--- src/hdl/i3c_csr_pkg.sv ---
// Software window is 4 KB of word-aligned addresses; 0x400 to 0x7FF is unmapped and reads zero
`default_nettype none

package i3c_csr_pkg;

  localparam int unsigned SW_AW = 12;
  localparam int unsigned SW_DW = 32;

  // DAT takes 1 KB from the bottom, DCT the upper 2 KB
  localparam logic [SW_AW-1:0] DAT_BASE = 12'h000;
  localparam logic [SW_AW-1:0] DCT_BASE = 12'h800;

  typedef enum logic [1:0] {
    REG_DAT,
    REG_DCT,
    REG_NONE
  } csr_region_e;

  typedef enum logic [1:0] {
    FS_IDLE,
    FS_WAIT_GRANT,
    FS_WAIT_ACK
  } front_state_e;

endpackage

`default_nettype wire

--- src/hdl/i3c_table_pkg.sv ---
// Table sizes are fixed here; DAT and DCT entries must be whole multiples of 32-bit words
`default_nettype none

package i3c_table_pkg;

  // Device Address Table, 128 entries
  localparam int unsigned DAT_AW = 7;
  localparam int unsigned DAT_DW = 64;

  // Device Context Table, 128 entries
  localparam int unsigned DCT_AW = 7;
  localparam int unsigned DCT_DW = 128;

  // Software sees each entry as a run of 32-bit words
  localparam int unsigned DAT_WORDS = 2;
  localparam int unsigned DCT_WORDS = 4;

endpackage

`default_nettype wire

--- src/hdl/dev_tables.sv ---
// Hardware always wins a table; software writes to DCT are acked and dropped
`timescale 1ns/1ps
`default_nettype none

module dev_tables (
  input  logic                                         clk_i,
  input  logic                                         rst_ni,
  // Controller side, DAT
  input  logic                                         dat_rd_hw_i,
  input  logic [i3c_table_pkg::DAT_AW-1:0]             dat_idx_hw_i,
  output logic [i3c_table_pkg::DAT_DW-1:0]             dat_rdata_hw_o,
  // Controller side, DCT
  input  logic                                         dct_rd_hw_i,
  input  logic                                         dct_wr_hw_i,
  input  logic [i3c_table_pkg::DCT_AW-1:0]             dct_idx_hw_i,
  input  logic [i3c_table_pkg::DCT_DW-1:0]             dct_wdata_hw_i,
  output logic [i3c_table_pkg::DCT_DW-1:0]             dct_rdata_hw_o,
  // Software front end
  input  logic                                         dat_sw_req_i,
  input  logic                                         dct_sw_req_i,
  input  logic                                         sw_we_i,
  input  logic [i3c_table_pkg::DCT_AW-1:0]             sw_index_i,
  input  logic [$clog2(i3c_table_pkg::DCT_WORDS)-1:0]  sw_word_i,
  input  logic [i3c_csr_pkg::SW_DW-1:0]                sw_wdata_i,
  output logic                                         dat_sw_gnt_o,
  output logic                                         dct_sw_gnt_o,
  output logic                                         sw_rd_ack_o,
  output logic                                         sw_wr_ack_o,
  output logic [i3c_csr_pkg::SW_DW-1:0]                sw_rdata_o,
  // DAT RAM
  output logic                                         dat_ram_req_o,
  output logic                                         dat_ram_we_o,
  output logic [i3c_table_pkg::DAT_AW-1:0]             dat_ram_addr_o,
  output logic [i3c_table_pkg::DAT_DW-1:0]             dat_ram_wdata_o,
  output logic [i3c_table_pkg::DAT_DW-1:0]             dat_ram_wmask_o,
  input  logic [i3c_table_pkg::DAT_DW-1:0]             dat_ram_rdata_i,
  // DCT RAM
  output logic                                         dct_ram_req_o,
  output logic                                         dct_ram_we_o,
  output logic [i3c_table_pkg::DCT_AW-1:0]             dct_ram_addr_o,
  output logic [i3c_table_pkg::DCT_DW-1:0]             dct_ram_wdata_o,
  output logic [i3c_table_pkg::DCT_DW-1:0]             dct_ram_wmask_o,
  input  logic [i3c_table_pkg::DCT_DW-1:0]             dct_ram_rdata_i
);
  import i3c_table_pkg::*;
  import i3c_csr_pkg::*;

  logic sw_gnt;
  logic rd_s1, wr_s1;
  logic sel_dct_s1;
  logic [$clog2(DCT_WORDS)-1:0] word_s1;

  // Software only gets a table the controller is not using this cycle
  assign dat_sw_gnt_o = dat_sw_req_i && !dat_rd_hw_i;
  assign dct_sw_gnt_o = dct_sw_req_i && !dct_rd_hw_i && !dct_wr_hw_i;
  assign sw_gnt       = dat_sw_gnt_o || dct_sw_gnt_o;

  assign dat_rdata_hw_o = dat_ram_rdata_i;
  assign dct_rdata_hw_o = dct_ram_rdata_i;

  assign dat_ram_req_o = dat_rd_hw_i || dat_sw_gnt_o;
  assign dat_ram_we_o  = dat_sw_gnt_o && sw_we_i;

  // Software DAT writes touch only the 32-bit lane picked by the word number
  always_comb begin
    dat_ram_wdata_o = '0;
    dat_ram_wmask_o = '0;
    if (dat_rd_hw_i) begin
      dat_ram_addr_o  = dat_idx_hw_i;
      dat_ram_wmask_o = '1;
    end else begin
      dat_ram_addr_o = sw_index_i;
      for (int w = 0; w < DAT_WORDS; w++) begin
        if (sw_word_i == w) begin
          dat_ram_wmask_o[w*SW_DW +: SW_DW] = '1;
          dat_ram_wdata_o[w*SW_DW +: SW_DW] = sw_wdata_i;
        end
      end
    end
  end

  // DCT is only ever written whole by the controller
  assign dct_ram_req_o   = dct_rd_hw_i || dct_wr_hw_i || (dct_sw_gnt_o && !sw_we_i);
  assign dct_ram_we_o    = dct_wr_hw_i;
  assign dct_ram_addr_o  = (dct_rd_hw_i || dct_wr_hw_i) ? dct_idx_hw_i : sw_index_i;
  assign dct_ram_wdata_o = dct_wdata_hw_i;
  assign dct_ram_wmask_o = (dct_rd_hw_i || dct_wr_hw_i) ? '1 : '0;

  // Ack pipeline, stage 1 lines up with the RAM output
  always_ff @(posedge clk_i or negedge rst_ni) begin
    if (!rst_ni) begin
      rd_s1       <= 1'b0;
      wr_s1       <= 1'b0;
      sw_rd_ack_o <= 1'b0;
      sw_wr_ack_o <= 1'b0;
    end else begin
      rd_s1       <= sw_gnt && !sw_we_i;
      wr_s1       <= sw_gnt && sw_we_i;
      sw_rd_ack_o <= rd_s1;
      sw_wr_ack_o <= wr_s1;
    end
  end

  always_ff @(posedge clk_i) begin
    if (sw_gnt) begin
      sel_dct_s1 <= dct_sw_gnt_o;
      word_s1    <= sw_word_i;
    end
  end

  // Registered word select, only moves on a software read
  always_ff @(posedge clk_i or negedge rst_ni) begin
    if (!rst_ni) begin
      sw_rdata_o <= '0;
    end else if (rd_s1) begin
      if (sel_dct_s1) begin
        sw_rdata_o <= dct_ram_rdata_i[word_s1*SW_DW +: SW_DW];
      end else begin
        sw_rdata_o <= dat_ram_rdata_i[word_s1[$clog2(DAT_WORDS)-1:0]*SW_DW +: SW_DW];
      end
    end
  end

  // Controller never reads and writes DCT in the same cycle
  hw_dct_excl_a: assert property (@(posedge clk_i) disable iff (!rst_ni)
    !(dct_rd_hw_i && dct_wr_hw_i));

endmodule

`default_nettype wire

--- config.mk ---
export PLATFORM = sky130hd
export DESIGN_NAME = dev_tables
export DESIGN_NICKNAME = d
export VERILOG_FILES = /design/src/hdl/i3c_csr_pkg.sv /design/src/hdl/i3c_table_pkg.sv /design/src/hdl/dev_tables.sv
export SDC_FILE = /design/constraint.sdc
export NUM_CORES = 1
export LEC_CHECK = 0
export ABC_AREA = 1
export ABC_CLOCK_PERIOD_IN_PS = 3800
export BUFFER_PORTS_ARGS = -buffer_cell sky130_fd_sc_hd__buf_2
export CORE_AREA = 2 2 396 398
export CTS_CLUSTER_DIAMETER = 200
export DETAILED_ROUTE_END_ITERATION = 8
export DIE_AREA = 0 0 398 400
export SYNTH_ARGS = -nofsm -noshare
export SYNTH_HDL_FRONTEND = slang
export SYNTH_SLANG_ARGS = --single-unit
--- constraint.sdc ---
create_clock -name clk_i -period 3.8 [get_ports clk_i]
set_input_delay 0.57 -clock clk_i [delete_from_list [all_inputs] [get_ports clk_i]]
set_output_delay 0.57 -clock clk_i [all_outputs]
set_load 0.05 [all_outputs]
# ---- Word level (Yosys, flattened, before mapping)
# Index checks and enable logic that the tools add are counted.
dict set report classes {
  eq_ne 1
  shift 2
  mux 10
  reduce_logical 16
}
# operator count
set op_table {}
lappend op_table {{32-bit 2-to-1 mux} 5}
lappend op_table {{128-bit 2-to-1 mux} 1}
lappend op_table {{64-bit 2-to-1 mux} 2}
lappend op_table {{128-bit by 8-bit variable part select with 32-bit output} 1}
lappend op_table {{64-bit by 7-bit variable part select with 32-bit output} 1}
lappend op_table {{7-bit 2-to-1 mux} 2}
lappend op_table {{1-bit logical AND} 7}
lappend op_table {{1-bit logical NOT} 4}
lappend op_table {{1-bit logical OR} 4}
lappend op_table {{2-bit by 1-bit equality test with 1-bit output, second input constant} 1}
lappend op_table {{2-bit logical NOT} 1}
dict set report totals {
  reg_bits 39
  in_bits 383
  out_inout_bits 630
}

# ---- Logic depth before layout (Yosys ltp)
dict set report logic_depth {
  depth_word 5
  mapped_depth 10
  ltp_nobuf 7
}

# ---- Worst setup path after synthesis
# No wires, ideal clock.
dict set report synth_timing {
  path_type {input -> output}
  from {input port dct_wr_hw_i}
  to {output port dct_ram_addr_o[6] (netlist name)}
  t_arrival_ns 5.144
  required_time_ns 3.230
  setup_slack_ns -1.914
  stages 3
  path_buffers 0
  path_cell_list {nor2_2 clkinv_1 o21ai_0}
}
dict set report synth_via {
  elab_chain_cells 2
}
# element line
set synth_rtl {}
lappend synth_rtl {{from (decl)} dev_tables.sv:14} ;# input logic dct_wr_hw_i,
lappend synth_rtl {{1-bit logical OR} dev_tables.sv:85} ;# assign dct_ram_addr_o = (dct_rd_hw_i || dct_wr_hw_i) ? dct_idx_hw_i : sw_index_i;
lappend synth_rtl {{7-bit 2-to-1 mux} dev_tables.sv:85}
lappend synth_rtl {{to (decl)} dev_tables.sv:40} ;# output logic [i3c_table_pkg::DCT_AW-1:0] dct_ram_addr_o,
# Every way passes these cells.

# ---- Worst setup path in the final report
dict set report layout_timing {
  from {input port sw_word_i[1] (netlist name)}
  to {output port dat_ram_wmask_o[0] (netlist name)}
}
dict set report layout_via {
  elab_chain_cells 3
}
# element line
set layout_rtl {}
lappend layout_rtl {{from (decl)} dev_tables.sv:23} ;# input logic [$clog2(i3c_table_pkg::DCT_WORDS)-1:0] sw_word_i,
lappend layout_rtl {{2-bit logical NOT} dev_tables.sv:74} ;# if (sw_word_i == w) begin
lappend layout_rtl {{32-bit 2-to-1 mux} dev_tables.sv:74}
lappend layout_rtl {{64-bit 2-to-1 mux} dev_tables.sv:68} ;# if (dat_rd_hw_i) begin
lappend layout_rtl {{to (decl)} dev_tables.sv:35} ;# output logic [i3c_table_pkg::DAT_DW-1:0] dat_ram_wmask_o,
# Every way passes these cells.

==> flow_metrics.tcl <==
set metrics [dict create \
    status "finished clean" \
    critPathKind "in -> out" \
    clock_path_buffers 2 \
    routedWlPerCell_um 26.5 \
    vdd_drop_max_v 0.000167 \
    ys_warn_count 0 \
    synth_top_area_share_pct 48.9 \
    grt_first_pass_wirelength_um 111000 \
    placed_area_um2 10300 \
    cap_violations 0 \
    area_delta_synth_final_pct 33.6 \
    synth_common_cells "buf_4 (512), nand2_1 (428), nand3_1 (96)" \
    fp-row-count 145 \
    cts_tree "done" \
    crit_path_frequent_cell "buf_2" \
    relSlewSlack_pct 39.9 \
    syn_inst 1279 \
    nets 1878 \
    die_h_um 400 \
    slew_viol_final 0 \
    crit_buf_inv 3 \
    crit_chain "buf_2 -> or2_2 -> nand2_1 -> buf_4 -> buf_2" \
    syn_nets 1662 \
    layout.cells.non_filler 3579 \
    critPathMaxFanout 33 \
    setup_viol 0 \
    p_per_area_nw_per_um2 338 \
    finalSetupTns_ns 0 \
    dp.cells 3546 \
    hold_path_class "in -> async" \
    final.min_clock_period_ns 2.57 \
    critPathLaunchType "input pin" \
    syn_area_um2 7860 \
    die_w_um 398 \
    cts_root_buf "clkbuf_16" \
    synth.avg_cell_area_um2 6.14 \
    ios 1013 \
    fmax_mhz 389 \
    dieArea_um2 159000 \
    yosysUniqueCellTypes 18 \
    post-cts-setup-buffers 0 \
    drc 0 \
    cp.arrival_ns 2.00 \
    async_flop_share_pct 92.3 \
    yosysSeqAreaShare_pct 12.6 \
    initialDrtViolationCount 577 \
    path_delay_family "simple AND/OR/NAND/NOR gates" \
    first_pass_iters 5 \
    core_um2 155000 \
    vias_per_cell 2.50 \
    leakagePower_nw 5.45 \
    dp_hpwl_um 87200 \
    h-tree-depth 2 \
    slowest_stage "or2_2" \
    hold_violations 0 \
    drtAntennaViolNets 0 \
    fillerInstances 18500 \
    vias 8950 \
    post_cts_resized 0 \
    grt_usage_pct 11.3 \
    holdWs_ns 0.0863 \
    synth-edff-count 3 \
    synth_flop_cell "dfrtp_1" \
    start_util_pct 5.06 \
    drive_gt1_share_pct 52.9 \
    ctsHoldBuffers 0 \
    clkLatencyLatePin_ns 0.33 \
    finish.instance_area_um2 10500 \
    skew_ns 0.0130 \
    grt_pass1_vias 8181 \
    globalRouteOverflowTotal 0 \
    ys_ff_latch 39 \
    fin_crit_sh_pct 67.7 \
    synth.most_common_cell "buf_4" \
    cts.sinks 39 \
    grt_max_degree 87 \
    path_clk_slew_ns 0.07 \
    cpPeakStageDelay_ns 0.56 \
    r2r_cells 6 \
    port_buffers 756 \
    crit_required_ns 3.23 \
    synth_top_cell_by_area "buf_4" \
    routed_wl_um 94900 \
    rsz0062_at_grt "no" \
    grt_antenna_before_repair 139 \
    ys_top_cells_by_area "buf_4 (49%), nand2_1 (20%), dfrtp_1 (11%)" \
    cts_buffers 5 \
    worst_pin_slew_ns 0.901 \
    routabilityCongestion 0.951 \
    worstSetupEndpointType "output port" \
    crit_cells 5 \
    power_mw 3.55 \
]
## worst register-to-register path: stages (launching register included)
cell and delay [ns]:
edfxtp_1 0.52, inv_2 0.71, nand3_1 0.18, nand2_1 0.18
nand2_1 0.13, nand2_1 0.09, nand2_1 0.05
## metrics by stage
step	util, %	worst slack (ns)
final	6.77	1.23
after global routing	6.74	1.12
after CTS	6.73	1.19
after detailed placement	6.64	1.20
after global placement	6.64	1.24
after floorplan	-	0.131
## cells by family (layout without fill, tap and decap cells)
family,after synthesis,count (layout),share of synthesized area [%]
and+or+nand+nor,592,592,30.9
AOI/OAI and AO/OA,5,5,0.319
DFF,39,39,12.6
other,0,25,0
buffers and inverters,643,860,56.2
## final cells by class
cell class                      count  area, µm²  share of cell area (%)
Inverter                           76        289                    2.75
Multi-Input combinational cell    597       2450                    23.4
Clock buffer                        5        125                    1.19
Tap cell                         2058       2570                    24.5
Timing Repair Buffer              776       3990                    38.0
Sequential cell                    39        992                    9.45
Antenna cell                       25       62.6                   0.596
Clock inverter                      3       15.0                   0.143
## path summary, 6_finish.rpt
| kind | startpoint | to | slack [ns] |
|---|---|---|---|
| max in group asynchronous | rst_ni | rd_s1$_DFF_PN0_ | 3.04 |
| min in group clk_i | wr_s1$_DFF_PN0_ | sw_wr_ack_o$_DFF_PN0_ | 0.37 |
| setup / recovery | sw_word_i[1] | dat_ram_wmask_o[0] | 1.23 |
| hold reg to reg | wr_s1$_DFF_PN0_ | sw_wr_ack_o$_DFF_PN0_ | 0.37 |
| hold / removal | rst_ni | sw_rdata_o[12]$_DFFE_PN0P_ | 0.09 |
| setup reg to reg | word_s1[1]$_DFFE_PP_ | sw_rdata_o[10]$_DFFE_PN0P_ | 1.84 |
## layout by cell type, fill, tap and decap left out, types with 4 or more instances in the layout
master,Yosys,final
buf_12,0,4
buf_2,25,755
buf_4,512,17
clkbuf_16,0,5
clkinv_2,0,4
dfrtp_1,36,35
diode_2,0,25
inv_1,73,70
nand2_1,428,428
nand3_1,96,96
nor3_1,64,64
## state kept, by name (all words and copies together) (netlist names)
name and count:
rd_s1 1, sel_dct_s1 1, sw_rd_ack_o 1, sw_rdata_o 32, sw_wr_ack_o 1, word_s1 2
wr_s1 1
## where the power goes
group	internal, mW	total [mW]	switching [mW]	leakage [nW]
Clock	0.242	0.491	0.248	0.0735
Combinational	0.476	2.51	2.03	4.91
Sequential	0.503	0.557	0.0543	0.469
Total	1.22	3.55	2.33	5.45
## routing by layer
layer | track usage [%] | vias up | wire, µm
met1 | 13.4 | 3957 | 37700
met3 | 6.53 | 165 | 13100
li1 | - | 3854 | -
met4 | 3.46 | 86 | 3400
met5 | 0 | - | 635
met2 | 16.9 | 888 | 40000
(Power assumes the default switching activity.)
