## src/hdl/i3c_csr_pkg.sv

```systemverilog
// Software window is 4 KB of word-aligned addresses; 0x400 to 0x7FF is unmapped and reads zero
`default_nettype none

package i3c_csr_pkg;

  localparam int unsigned SW_AW = 12;
  localparam int unsigned SW_DW = 32;

  // DAT takes 1 KB from the bottom, DCT the upper 2 KB
  localparam logic [SW_AW-1:0] DAT_BASE = 12'h000;
  localparam logic [SW_AW-1:0] DCT_BASE = 12'h800;

  typedef enum logic [1:0] {
    REG_DAT,
    REG_DCT,
    REG_NONE
  } csr_region_e;

  typedef enum logic [1:0] {
    FS_IDLE,
    FS_WAIT_GRANT,
    FS_WAIT_ACK
  } front_state_e;

endpackage

`default_nettype wire

```

## src/hdl/i3c_table_pkg.sv

```systemverilog
// Table sizes are fixed here; DAT and DCT entries must be whole multiples of 32-bit words
`default_nettype none

package i3c_table_pkg;

  // Device Address Table, 128 entries
  localparam int unsigned DAT_AW = 7;
  localparam int unsigned DAT_DW = 64;

  // Device Context Table, 128 entries
  localparam int unsigned DCT_AW = 7;
  localparam int unsigned DCT_DW = 128;

  // Software sees each entry as a run of 32-bit words
  localparam int unsigned DAT_WORDS = 2;
  localparam int unsigned DCT_WORDS = 4;

endpackage

`default_nettype wire

```

## src/hdl/table_csr_front.sv

```systemverilog
// One software access at a time; a new sw_req_i before sw_ack_o is illegal and is not queued
`timescale 1ns/1ps
`default_nettype none

module table_csr_front (
  input  logic                                         clk_i,
  input  logic                                         rst_ni,
  input  logic                                         sw_req_i,
  input  logic                                         sw_we_i,
  input  logic [i3c_csr_pkg::SW_AW-1:0]                sw_addr_i,
  input  logic [i3c_csr_pkg::SW_DW-1:0]                sw_wdata_i,
  output logic                                         sw_ack_o,
  output logic [i3c_csr_pkg::SW_DW-1:0]                sw_rdata_o,
  output logic                                         dat_req_o,
  output logic                                         dct_req_o,
  output logic                                         we_o,
  output logic [i3c_table_pkg::DCT_AW-1:0]             index_o,
  output logic [$clog2(i3c_table_pkg::DCT_WORDS)-1:0]  word_o,
  output logic [i3c_csr_pkg::SW_DW-1:0]                wdata_o,
  input  logic                                         dat_gnt_i,
  input  logic                                         dct_gnt_i,
  input  logic                                         rd_ack_i,
  input  logic                                         wr_ack_i,
  input  logic [i3c_csr_pkg::SW_DW-1:0]                rdata_i
);
  import i3c_csr_pkg::*;
  import i3c_table_pkg::*;

  front_state_e state_q, state_d;
  csr_region_e region_d, region_q, req_region;
  logic [DCT_AW-1:0] index_d, index_q;
  logic [$clog2(DCT_WORDS)-1:0] word_d, word_q;
  logic we_q;
  logic [SW_DW-1:0] wdata_q;
  logic granted;

  // Address decode, DCT checked first since it owns the whole upper half
  always_comb begin
    if (sw_addr_i[11] == DCT_BASE[11]) begin
      region_d = REG_DCT;
      index_d  = sw_addr_i[10:4];
      word_d   = sw_addr_i[3:2];
    end else if (sw_addr_i[11:10] == DAT_BASE[11:10]) begin
      region_d = REG_DAT;
      index_d  = sw_addr_i[9:3];
      word_d   = {1'b0, sw_addr_i[2]};
    end else begin
      region_d = REG_NONE;
      index_d  = '0;
      word_d   = '0;
    end
  end

  // In idle the request goes straight through so it can be granted in its own cycle
  always_comb begin
    if (state_q == FS_IDLE) begin
      req_region = sw_req_i ? region_d : REG_NONE;
      we_o       = sw_we_i;
      index_o    = index_d;
      word_o     = word_d;
      wdata_o    = sw_wdata_i;
    end else begin
      req_region = (state_q == FS_WAIT_GRANT) ? region_q : REG_NONE;
      we_o       = we_q;
      index_o    = index_q;
      word_o     = word_q;
      wdata_o    = wdata_q;
    end
  end

  assign dat_req_o = (req_region == REG_DAT);
  assign dct_req_o = (req_region == REG_DCT);
  assign granted   = dat_gnt_i || dct_gnt_i;

  // Unmapped accesses answer by themselves one cycle after the request
  assign sw_ack_o   = (state_q == FS_WAIT_ACK) &&
                      (region_q == REG_NONE || rd_ack_i || wr_ack_i);
  assign sw_rdata_o = (state_q == FS_WAIT_ACK && rd_ack_i) ? rdata_i : '0;

  always_comb begin
    state_d = state_q;
    case (state_q)
      FS_IDLE: begin
        if (sw_req_i) begin
          state_d = (region_d != REG_NONE && !granted) ? FS_WAIT_GRANT : FS_WAIT_ACK;
        end
      end
      FS_WAIT_GRANT: begin
        if (granted) begin
          state_d = FS_WAIT_ACK;
        end
      end
      FS_WAIT_ACK: begin
        if (sw_ack_o) begin
          state_d = FS_IDLE;
        end
      end
      default: state_d = FS_IDLE;
    endcase
  end

  always_ff @(posedge clk_i or negedge rst_ni) begin
    if (!rst_ni) begin
      state_q  <= FS_IDLE;
      region_q <= REG_NONE;
    end else begin
      state_q <= state_d;
      if (state_q == FS_IDLE && sw_req_i) begin
        region_q <= region_d;
      end
    end
  end

  // Held copy of the access while it waits behind hardware
  always_ff @(posedge clk_i) begin
    if (state_q == FS_IDLE && sw_req_i) begin
      we_q    <= sw_we_i;
      index_q <= index_d;
      word_q  <= word_d;
      wdata_q <= sw_wdata_i;
    end
  end

  // Bus master must wait for sw_ack_o before the next request
  one_outstanding_a: assert property (@(posedge clk_i) disable iff (!rst_ni)
    sw_req_i |-> state_q == FS_IDLE);

endmodule

`default_nettype wire

```

## config.mk

```make
export PLATFORM = sky130hd
export DESIGN_NAME = table_csr_front
export DESIGN_NICKNAME = d
export VERILOG_FILES = /design/src/hdl/i3c_csr_pkg.sv /design/src/hdl/i3c_table_pkg.sv /design/src/hdl/table_csr_front.sv
export SDC_FILE = /design/constraint.sdc
export NUM_CORES = 1
export LEC_CHECK = 0
export CAP_MARGIN = 20
export CORE_UTILIZATION = 40
export CTS_BUF_LIST = sky130_fd_sc_hd__clkbuf_4 sky130_fd_sc_hd__clkbuf_8
export DETAILED_ROUTE_END_ITERATION = 8
export DONT_BUFFER_PORTS = 1
export PLACE_DENSITY_LB_ADDON = 0.12
export SLEW_MARGIN = 30
export SYNTH_ARGS = -nofsm -noshare
export SYNTH_HDL_FRONTEND = slang
export SYNTH_SLANG_ARGS = --single-unit
```

## constraint.sdc

```tcl
create_clock -name clk_i -period 2.4 [get_ports clk_i]
set_input_delay 0 -clock clk_i [delete_from_list [all_inputs] [get_ports clk_i]]
set_output_delay 0 -clock clk_i [all_outputs]
set_load 0.005 [all_outputs]
```

* Word level (Yosys, flattened, before mapping)
Cells that the tools add are included.
Cells by class: muxes and demuxes 19, equality and inequality tests 8, reduce and logical (&&, ||, !) cells 12
Operators by type and width (count):
- $mux 32 | 2
- $mux 2 | 11
- $mux 7 | 3
- $ne 2x2->1 const B | 4
- $logic_not 2->1 | 3
- $pmux 2 s3 | 1
- $eq 2x1->1 const B | 2
- $eq 2x2->1 const B | 2
- $logic_and 1x1->1 | 4
- $logic_or 1x1->1 | 3
- $reduce_and 3->1 | 1
- $mux 1 | 2
- $logic_not 1->1 | 1
Storage, ports and cells: input port bits 84, flip-flop bits (word level) 46, word-level logic and storage cells 45

* Longest topological paths before layout
Gate-level depths: netlist (run 1).
depth in word-level cells 8, gate-level depth with buffers 5, mapped depth without buffers 3

* Least setup slack after synthesis (run 1)
No wires, ideal clock.
path kind reg-to-reg, start point register state_q[0], end point register index_q[0], enable pin, arrival time 1.741 ns, setup slack 0.262 ns, data required time 2.004 ns, buffers on the path 1, cell stages (with the launch flop) 4, period minus slack after synthesis 2.138 ns, cell sequence dfrtp_1 > buf_6 > or3b_4 > inv_1
Between the ends: cells in the longest elaborated chain, start to end 2
RTL lines:
- from (decl) | RTL line table_csr_front.sv:29 | front_state_e state_q, state_d;
- from (signal assigned) | RTL line table_csr_front.sv:107 | state_q <= state_d;
- $logic_not 2->1 | RTL line table_csr_front.sv:116 | if (state_q == FS_IDLE && sw_req_i) begin
- $logic_and 1x1->1 | RTL line table_csr_front.sv:116
- to (signal assigned) | RTL line table_csr_front.sv:118 | index_q <= index_d;
- to (decl) | RTL line table_csr_front.sv:31 | logic [DCT_AW-1:0] index_d, index_q;
Every way passes these cells. A chain may end at the register's enable or synchronous reset.

* Worst setup path after layout (run 1)
start point register state_q[0], end point output port sw_rdata_o[16] in the netlist's numbering
Between the ends: cells in the longest elaborated chain, start to end 3
RTL lines:
- $eq 2x2->1 | RTL line table_csr_front.sv:78 | assign sw_rdata_o = (state_q == FS_WAIT_ACK && rd_ack_i) ? rdata_i : '0;
- $logic_and 1x1->1 | RTL line table_csr_front.sv:78
- $mux 32 | RTL line table_csr_front.sv:78
- to (decl) | RTL line table_csr_front.sv:13 | output logic [i3c_csr_pkg::SW_DW-1:0] sw_rdata_o,
Every way passes these cells.

==> metrics.md, run 1 <==
| Metric | Value |
|---|---|
| Initial antenna violation count | `0` |
| First-pass GRT wire length | `8.12 mm` |
| Comb pwr share | `0.238` |
| Initial Utilization | `0.420` |
| Root Buffer Master | `clkbuf_8` |
| Cells after Synth | `169` |
| CP required | `2400 ps` |
| Ant. Diodes | `0` |
| Total power | `2070 uW` |
| Synthesized area per cell | `around 14 um^2` |
| Hold path depth | `2` |
| Maxcap violations | `0` |
| Final period util | `0.766` |
| Cell with the most instances after synthesis | `edfxtp_1` |
| Area of placed instances | `0.00239 mm^2` |
| Core Region | `0.00557 mm^2` |
| PwrDens | `681 mW/mm^2` |
| Hold Path Class | `in2reg` |
| 1st-pass router iterations | `4` |
| Final hold violations | `0` |
| Setup TNS | `0 ps` |
| CTS Buf Count | `5` |
| Die Span Y | `approximately 79 um` |
| Unique masters post-synth | `30` |
| Synth top cells by count | `edfxtp_1 (42), mux2_2 (38), and3_1 (32)` |
| CTS tree | `built` |
| Synth Flop Type | `edfxtp_1` |
| Initial DRC count | `141` |
| Core Rows | `27` |
| Synth top area share | `0.539` |
| Hold slack | `61.6 ps` |
| FF+latch count, synth | `46` |
| Syn nets | `~250` |
| GRT Util Overall | `0.173` |
| Asr flop ratio synth | `0.0870` |
| Vias | `about 1600` |
| Synth-to-Final Area Change | `29.6%` |
| Routability cong. | `about 0.74` |
| Worst slew pin tran | `758 ps` |
| Post-route minimum period | `around 1800 ps` |
| Worst endpoint data arrival time | `1840 ps` |
| Sw Ratio | `0.251` |
| HPWL Detailed | `3.62 mm` |
| Post-route cell area | `0.00303 mm^2` |
| Achievable Freq | `approximately 540 MHz` |
| Drt via density | `5.50` |
| WS Path Type | `reg2out` |
| CTS Sinks | `46` |
| Clk pwr share | `0.275` |
| Sequential element share of the synthesized area | `0.582` |
| CTS Hold Buffers Added | `53` |
| Worst slew margin | `0.495` |
| Post-CTS setup buffers | `0` |
| Area leader, netlist | `edfxtp_1` |
| Antenna-violating nets left | `0` |
| Largest net degree at the start of global routing | `35` |
| Remaining Overflow, GRT | `0` |
| Nets | `305` |
| Outcome | `complete, no violations` |
| Synth warn | `0` |
| Crit. End Element | `output pin` |
| Final setup fails | `0` |
| Die X | `78.5 um` |
| DRC Markers | `0` |
| FF-to-FF path depth | `3` |
| Full die area | `0.00616 mm^2` |
| RSZ-0062 raised after global routing | `no` |
| Flop2flop setup slack | `730 ps` |
| Leak | `0.00122 uW` |
| Worst-path clk slew | `~80 ps` |
| CTS resizes | `0` |
| Multi-input logic area | `900 um^2` |
| Area contributors post-synth | `edfxtp_1 (54%), mux2_2 (18%), and3_1 (8.6%)` |
| Max Root-Sink Buffers | `2` |
| WL final | `~5.5 mm` |
| Peak VDD IR | `0.354 mV` |
| Psw | `a little over 500 uW` |
| Vias in the first global route | `between 1500 and 2000` |
| Internal power | `1550 uW` |
| CP max FO | `34` |
| Ratio of cells with drive above 1 in the final layout | `0.243` |
| Register area | `0.00136 mm^2` |
| Crit start category | `flip-flop` |
| Fin. max-slew vios | `0` |
| Skew-Pair Late Insertion Delay | `290 ps` |
| Htree depth | `2` |
| Synthesized area | `0.00234 mm^2` |
| Setup Skew | `8.12 ps` |
| Port Buf Inserts | `0` |
| WL/cell | `18.6 um` |
| Reg power frac | `0.487` |
| I/O pin count | `161` |
| Fillers | `470` |
| Number of flops mapped to enable cells by yosys | `42` |
==> layout make-up <==
class,count,share of cell area
Clock buffer,6,0.0252
Clock inverter,2,0.0124
Inverter,2,0.00247
Multi-Input combinational cell,109,0.296
Sequential cell,46,0.449
Tap cell,72,0.0297
Timing Repair Buffer,57,0.185
==> layout by cell type (no fill, tap or decap), types with 2 or more instances in the layout <==
master / instances
and2_1: 2
a21oi_1: 2
mux2_1: 3
dlygate4sd3_1: 53
clkbuf_8: 5
dfrtp_1: 3
buf_4: 4
edfxtp_1: 42
nand2_1: 5
and3_1: 32
inv_1: 2
a22o_1: 6
nor2_1: 7
mux2_2: 38
==> layer usage <==
metal,up-vias,global-route usage,routed length [um]
met5,-,0,0
met4,0,0.0630,79
met3,10,0.0488,398
met2,87,0.266,2650
met1,777,0.230,2350
li1,744,-,-
==> per-stage QoR <==
| step | std cells | worst slack (ps) | utilization |
|---|---|---|---|
| after floorplan | 169 | 262 | - |
| after global placement | 233 | 781 | 0.429 |
| after detailed placement | 233 | 749 | 0.429 |
| after CTS | 294 | 605 | 0.544 |
| after global routing | 294 | 456 | 0.544 |
| final | 294 | 562 | 0.544 |
==> registers in the layout, summed over array words and instances, names as in the netlist <==
register / count
state_q: 2
index_q: 7
region_q: 2
word_q: 2
we_q: 1
wdata_q: 32
==> power by group through the flow <==
stage,logic [uW],registers (uW),clock network [uW]
after CTS,490,1010,588
final,491,1010,568
after detailed placement,412,1020,0
after global placement,407,1020,0
after floorplan,370,1010,0
after global routing,532,1020,625
==> path summary, 6_finish.rpt <==
kind	to	from
max in group asynchronous	region_q[1]	rst_ni
worst max-delay path	sw_rdata_o[16]	state_q[0]
worst min register to register	region_q[1]	region_q[1]
min in group asynchronous	state_q[0]	rst_ni
worst max register to register	wdata_q[4]	state_q[0]
worst min-delay path	state_q[1]	rd_ack_i
==> critical path: stages, from the launching register on <==
cell and delay [ps]:
dfrtp_1 500, and2b_1 740, and3_1 300
==> cell families after synthesis <==
group           Yosys count  share of synthesized area
flops                    46                      0.582
buf+inv                  14                     0.0337
simple gates             53                      0.135
mux                      42                      0.204
compound gates           14                     0.0460
(Power assumes the default switching activity.)
==> inputs of run 2 (changes only) <==
==> constraint.sdc (replaced) <==
create_clock -name clk_i -period 1.6 [get_ports clk_i]
set_input_delay 0 -clock clk_i [delete_from_list [all_inputs] [get_ports clk_i]]
set_output_delay 0 -clock clk_i [all_outputs]
set_load 0.005 [all_outputs]
==> metrics.md, run 2 (synthesis gave the netlist of run 1 again) <==
| Metric | Value |
|---|---|
| WS Path Type | `reg2out` |
| Achievable Freq | `625 MHz` |
| Drt via density | `5.66` |
| Nets | `314` |
| 1st-pass router iterations | `4` |
| Max Root-Sink Buffers | `2` |
| Remaining Overflow, GRT | `0` |
| Outcome | `complete, but fails checks` |
| FF-to-FF path depth | `4` |
| Dpl ws | `roughly 160 ps` |
| Fin. max-slew vios | `0` |
| Fillers | `approximately 440` |
| Worst slew margin | `0.718` |
| Failing checks | `setup timing` |
| Post-route cell area | `0.00328 mm^2` |
| Critical path's slowest cell | `dfrtp_1` |
| Initial antenna violation count | `0` |
| Ant. Diodes | `0` |
| Ratio of cells with drive above 1 in the final layout | `0.288` |
| HPWL Detailed | `between 3 and 4 mm` |
| Most common library cell in the layout ignoring fill and taps | `dlygate4sd3_1` |
| I/O pin count | `approximately 160` |
| DRC Markers | `0` |
| Sink of the worst hold path | `region_q[1]` |
| Biggest register | `wdata_q` |
| GRT Util Overall | `0.175` |
| Root Buffer Master | `clkbuf_8` |
| Critical path, cell by cell | `buf_6 > nor2_4 > buf_12 > clkbuf_16 > mux2_1` |
| CTS Sinks | `46` |
| Antenna-violating nets left | `0` |
| Maxcap violations | `0` |
| Initial DRC count | `81` |
| Core Rows | `27` |
| Hold path depth | `3` |
| HP Start | `sw_addr_i[10]` |
| Vias in the first global route | `1617` |
| Leak | `0.00140 uW` |
| Final Util | `0.588` |
| Worst endpoint data arrival time | `roughly 1600 ps` |
| Skew-Pair Late Insertion Delay | `roughly 290 ps` |
| Die X | `78.5 um` |
| CP max FO | `7` |
| Setup Skew | `5.62 ps` |
| Worst-path clk slew | `80 ps` |
| CP required | `1600 ps` |
| Core Region | `between 0.005 and 0.006 mm^2` |
| Post-route minimum period | `1600 ps` |
| Worst slew pin tran | `423 ps` |
| Port Buf Inserts | `0` |
| Largest register FFs | `32` |
| First-pass GRT wire length | `8.27 mm` |
| Area of placed instances | `0.00245 mm^2` |
| Largest stage delay on the critical path | `between 400 and 500 ps` |
| CTS Buf Count | `5` |
| Crit. End Element | `output pin` |
| RSZ-0062 raised after global routing | `yes` |
| WL/cell | `between 20 and 25 um` |
| Vias | `approximately 1700` |
| Htree depth | `2` |
| Final setup fails | `1` |
| Hold Path Class | `in2reg` |
| Worst r2r dst | `wdata_q[14]` |
| Commonest cells after routing, fill and taps aside | `dlygate4sd3_1 (50), edfxtp_1 (42), and3_1 (32)` |
| WL final | `6.07 mm` |
| Crit start category | `flip-flop` |
| Final hold violations | `0` |
| Critical Path Start | `state_q[0]` |
| Routability cong. | `0.747` |
| Flop2flop setup slack | `40 ps` |
| Die Span Y | `approximately 80 um` |
| Synth-to-Final Area Change | `40.0%` |
| PwrDens | `974 mW/mm^2` |
| CTS tree | `built` |
| Peak VDD IR | `0.443 mV` |
| Full die area | `about 0.006 mm^2` |
| Fin worst setup slack | `-1.27 ps` |
| Largest net degree at the start of global routing | `35` |
| Critical R2R Launch | `state_q[0]` |
| Regs by FF count | `wdata_q x32, index_q x7` |
| Final period util | `1.00` |
| Initial Utilization | `0.420` |
==> run 2: how the worst max path moves through the flow <==
stage | endpoint | slack (ps)
4_1_cts | wdata_o[7] | -5
3_5_place_dp | state_q[1] | 160
5_1_grt | index_o[2] | -50
3_3_place_gp | wdata_q[26] | 200
6_report | wdata_o[23] | -1
2_1_floorplan | index_q[0] | -130
==> run 2: area by class of cell <==
type,instances,area (um^2),area share
multi-input combinational,109,995,0.303
clock buffer,5,68.8,0.0210
tap,72,90.1,0.0275
sequential,46,1360,0.416
timing repair buffer,66,747,0.228
inverter,2,11.3,0.00344
clock inverter,1,3.75,0.00115
==> run 2: where the power goes <==
part	internal, uW	leakage (uW)	switching [uW]
Clock	285	0.0000375	349
Sequential	1460	0.000447	43.4
Combinational	610	0.000914	447
==> run 2: timing repair <==
| action | in CTS | in global routing |
|---|---|---|
| gates resized for setup | 3 | 27 |
| setup buffers | 0 | 5 |
| pin swaps | 1 | 1 |
| hold buffers | 50 | 0 |
| gates cloned | 0 | 5 |
| endpoints found under the setup margin | 53 | 41 |
| endpoints found under the hold margin | 49 | 0 |
==> run 2: metrics by stage <==
step / TNS [ps] / hold slack [ps] / instances / power [uW]
finish: -1.27 / 21.9 / 301 / 3190
global route: -421 / 41.6 / 301 / 3350
CTS: -6.70 / 0.736 / 291 / 2970
detailed placement: 0 / -295 / 235 / 2210
global placement: 0 / -295 / 235 / 2200
floorplan: -5370 / -296 / 169 / 2080
==> run 2: routing by layer <==
layer	vias to the layer above	wire length, um	track usage
li1	764	-	-
met3	4	363	0.0465
met1	853	2660	0.241
met2	83	3020	0.277
met4	0	28	0.0333
met5	-	0	0
==> run 2: critical path: cells and delay by family (launching register included) <==
family,cells,cell delay [ps]
flops,1,410
buf+inv,3,440
mux,1,350
simple gates,1,120
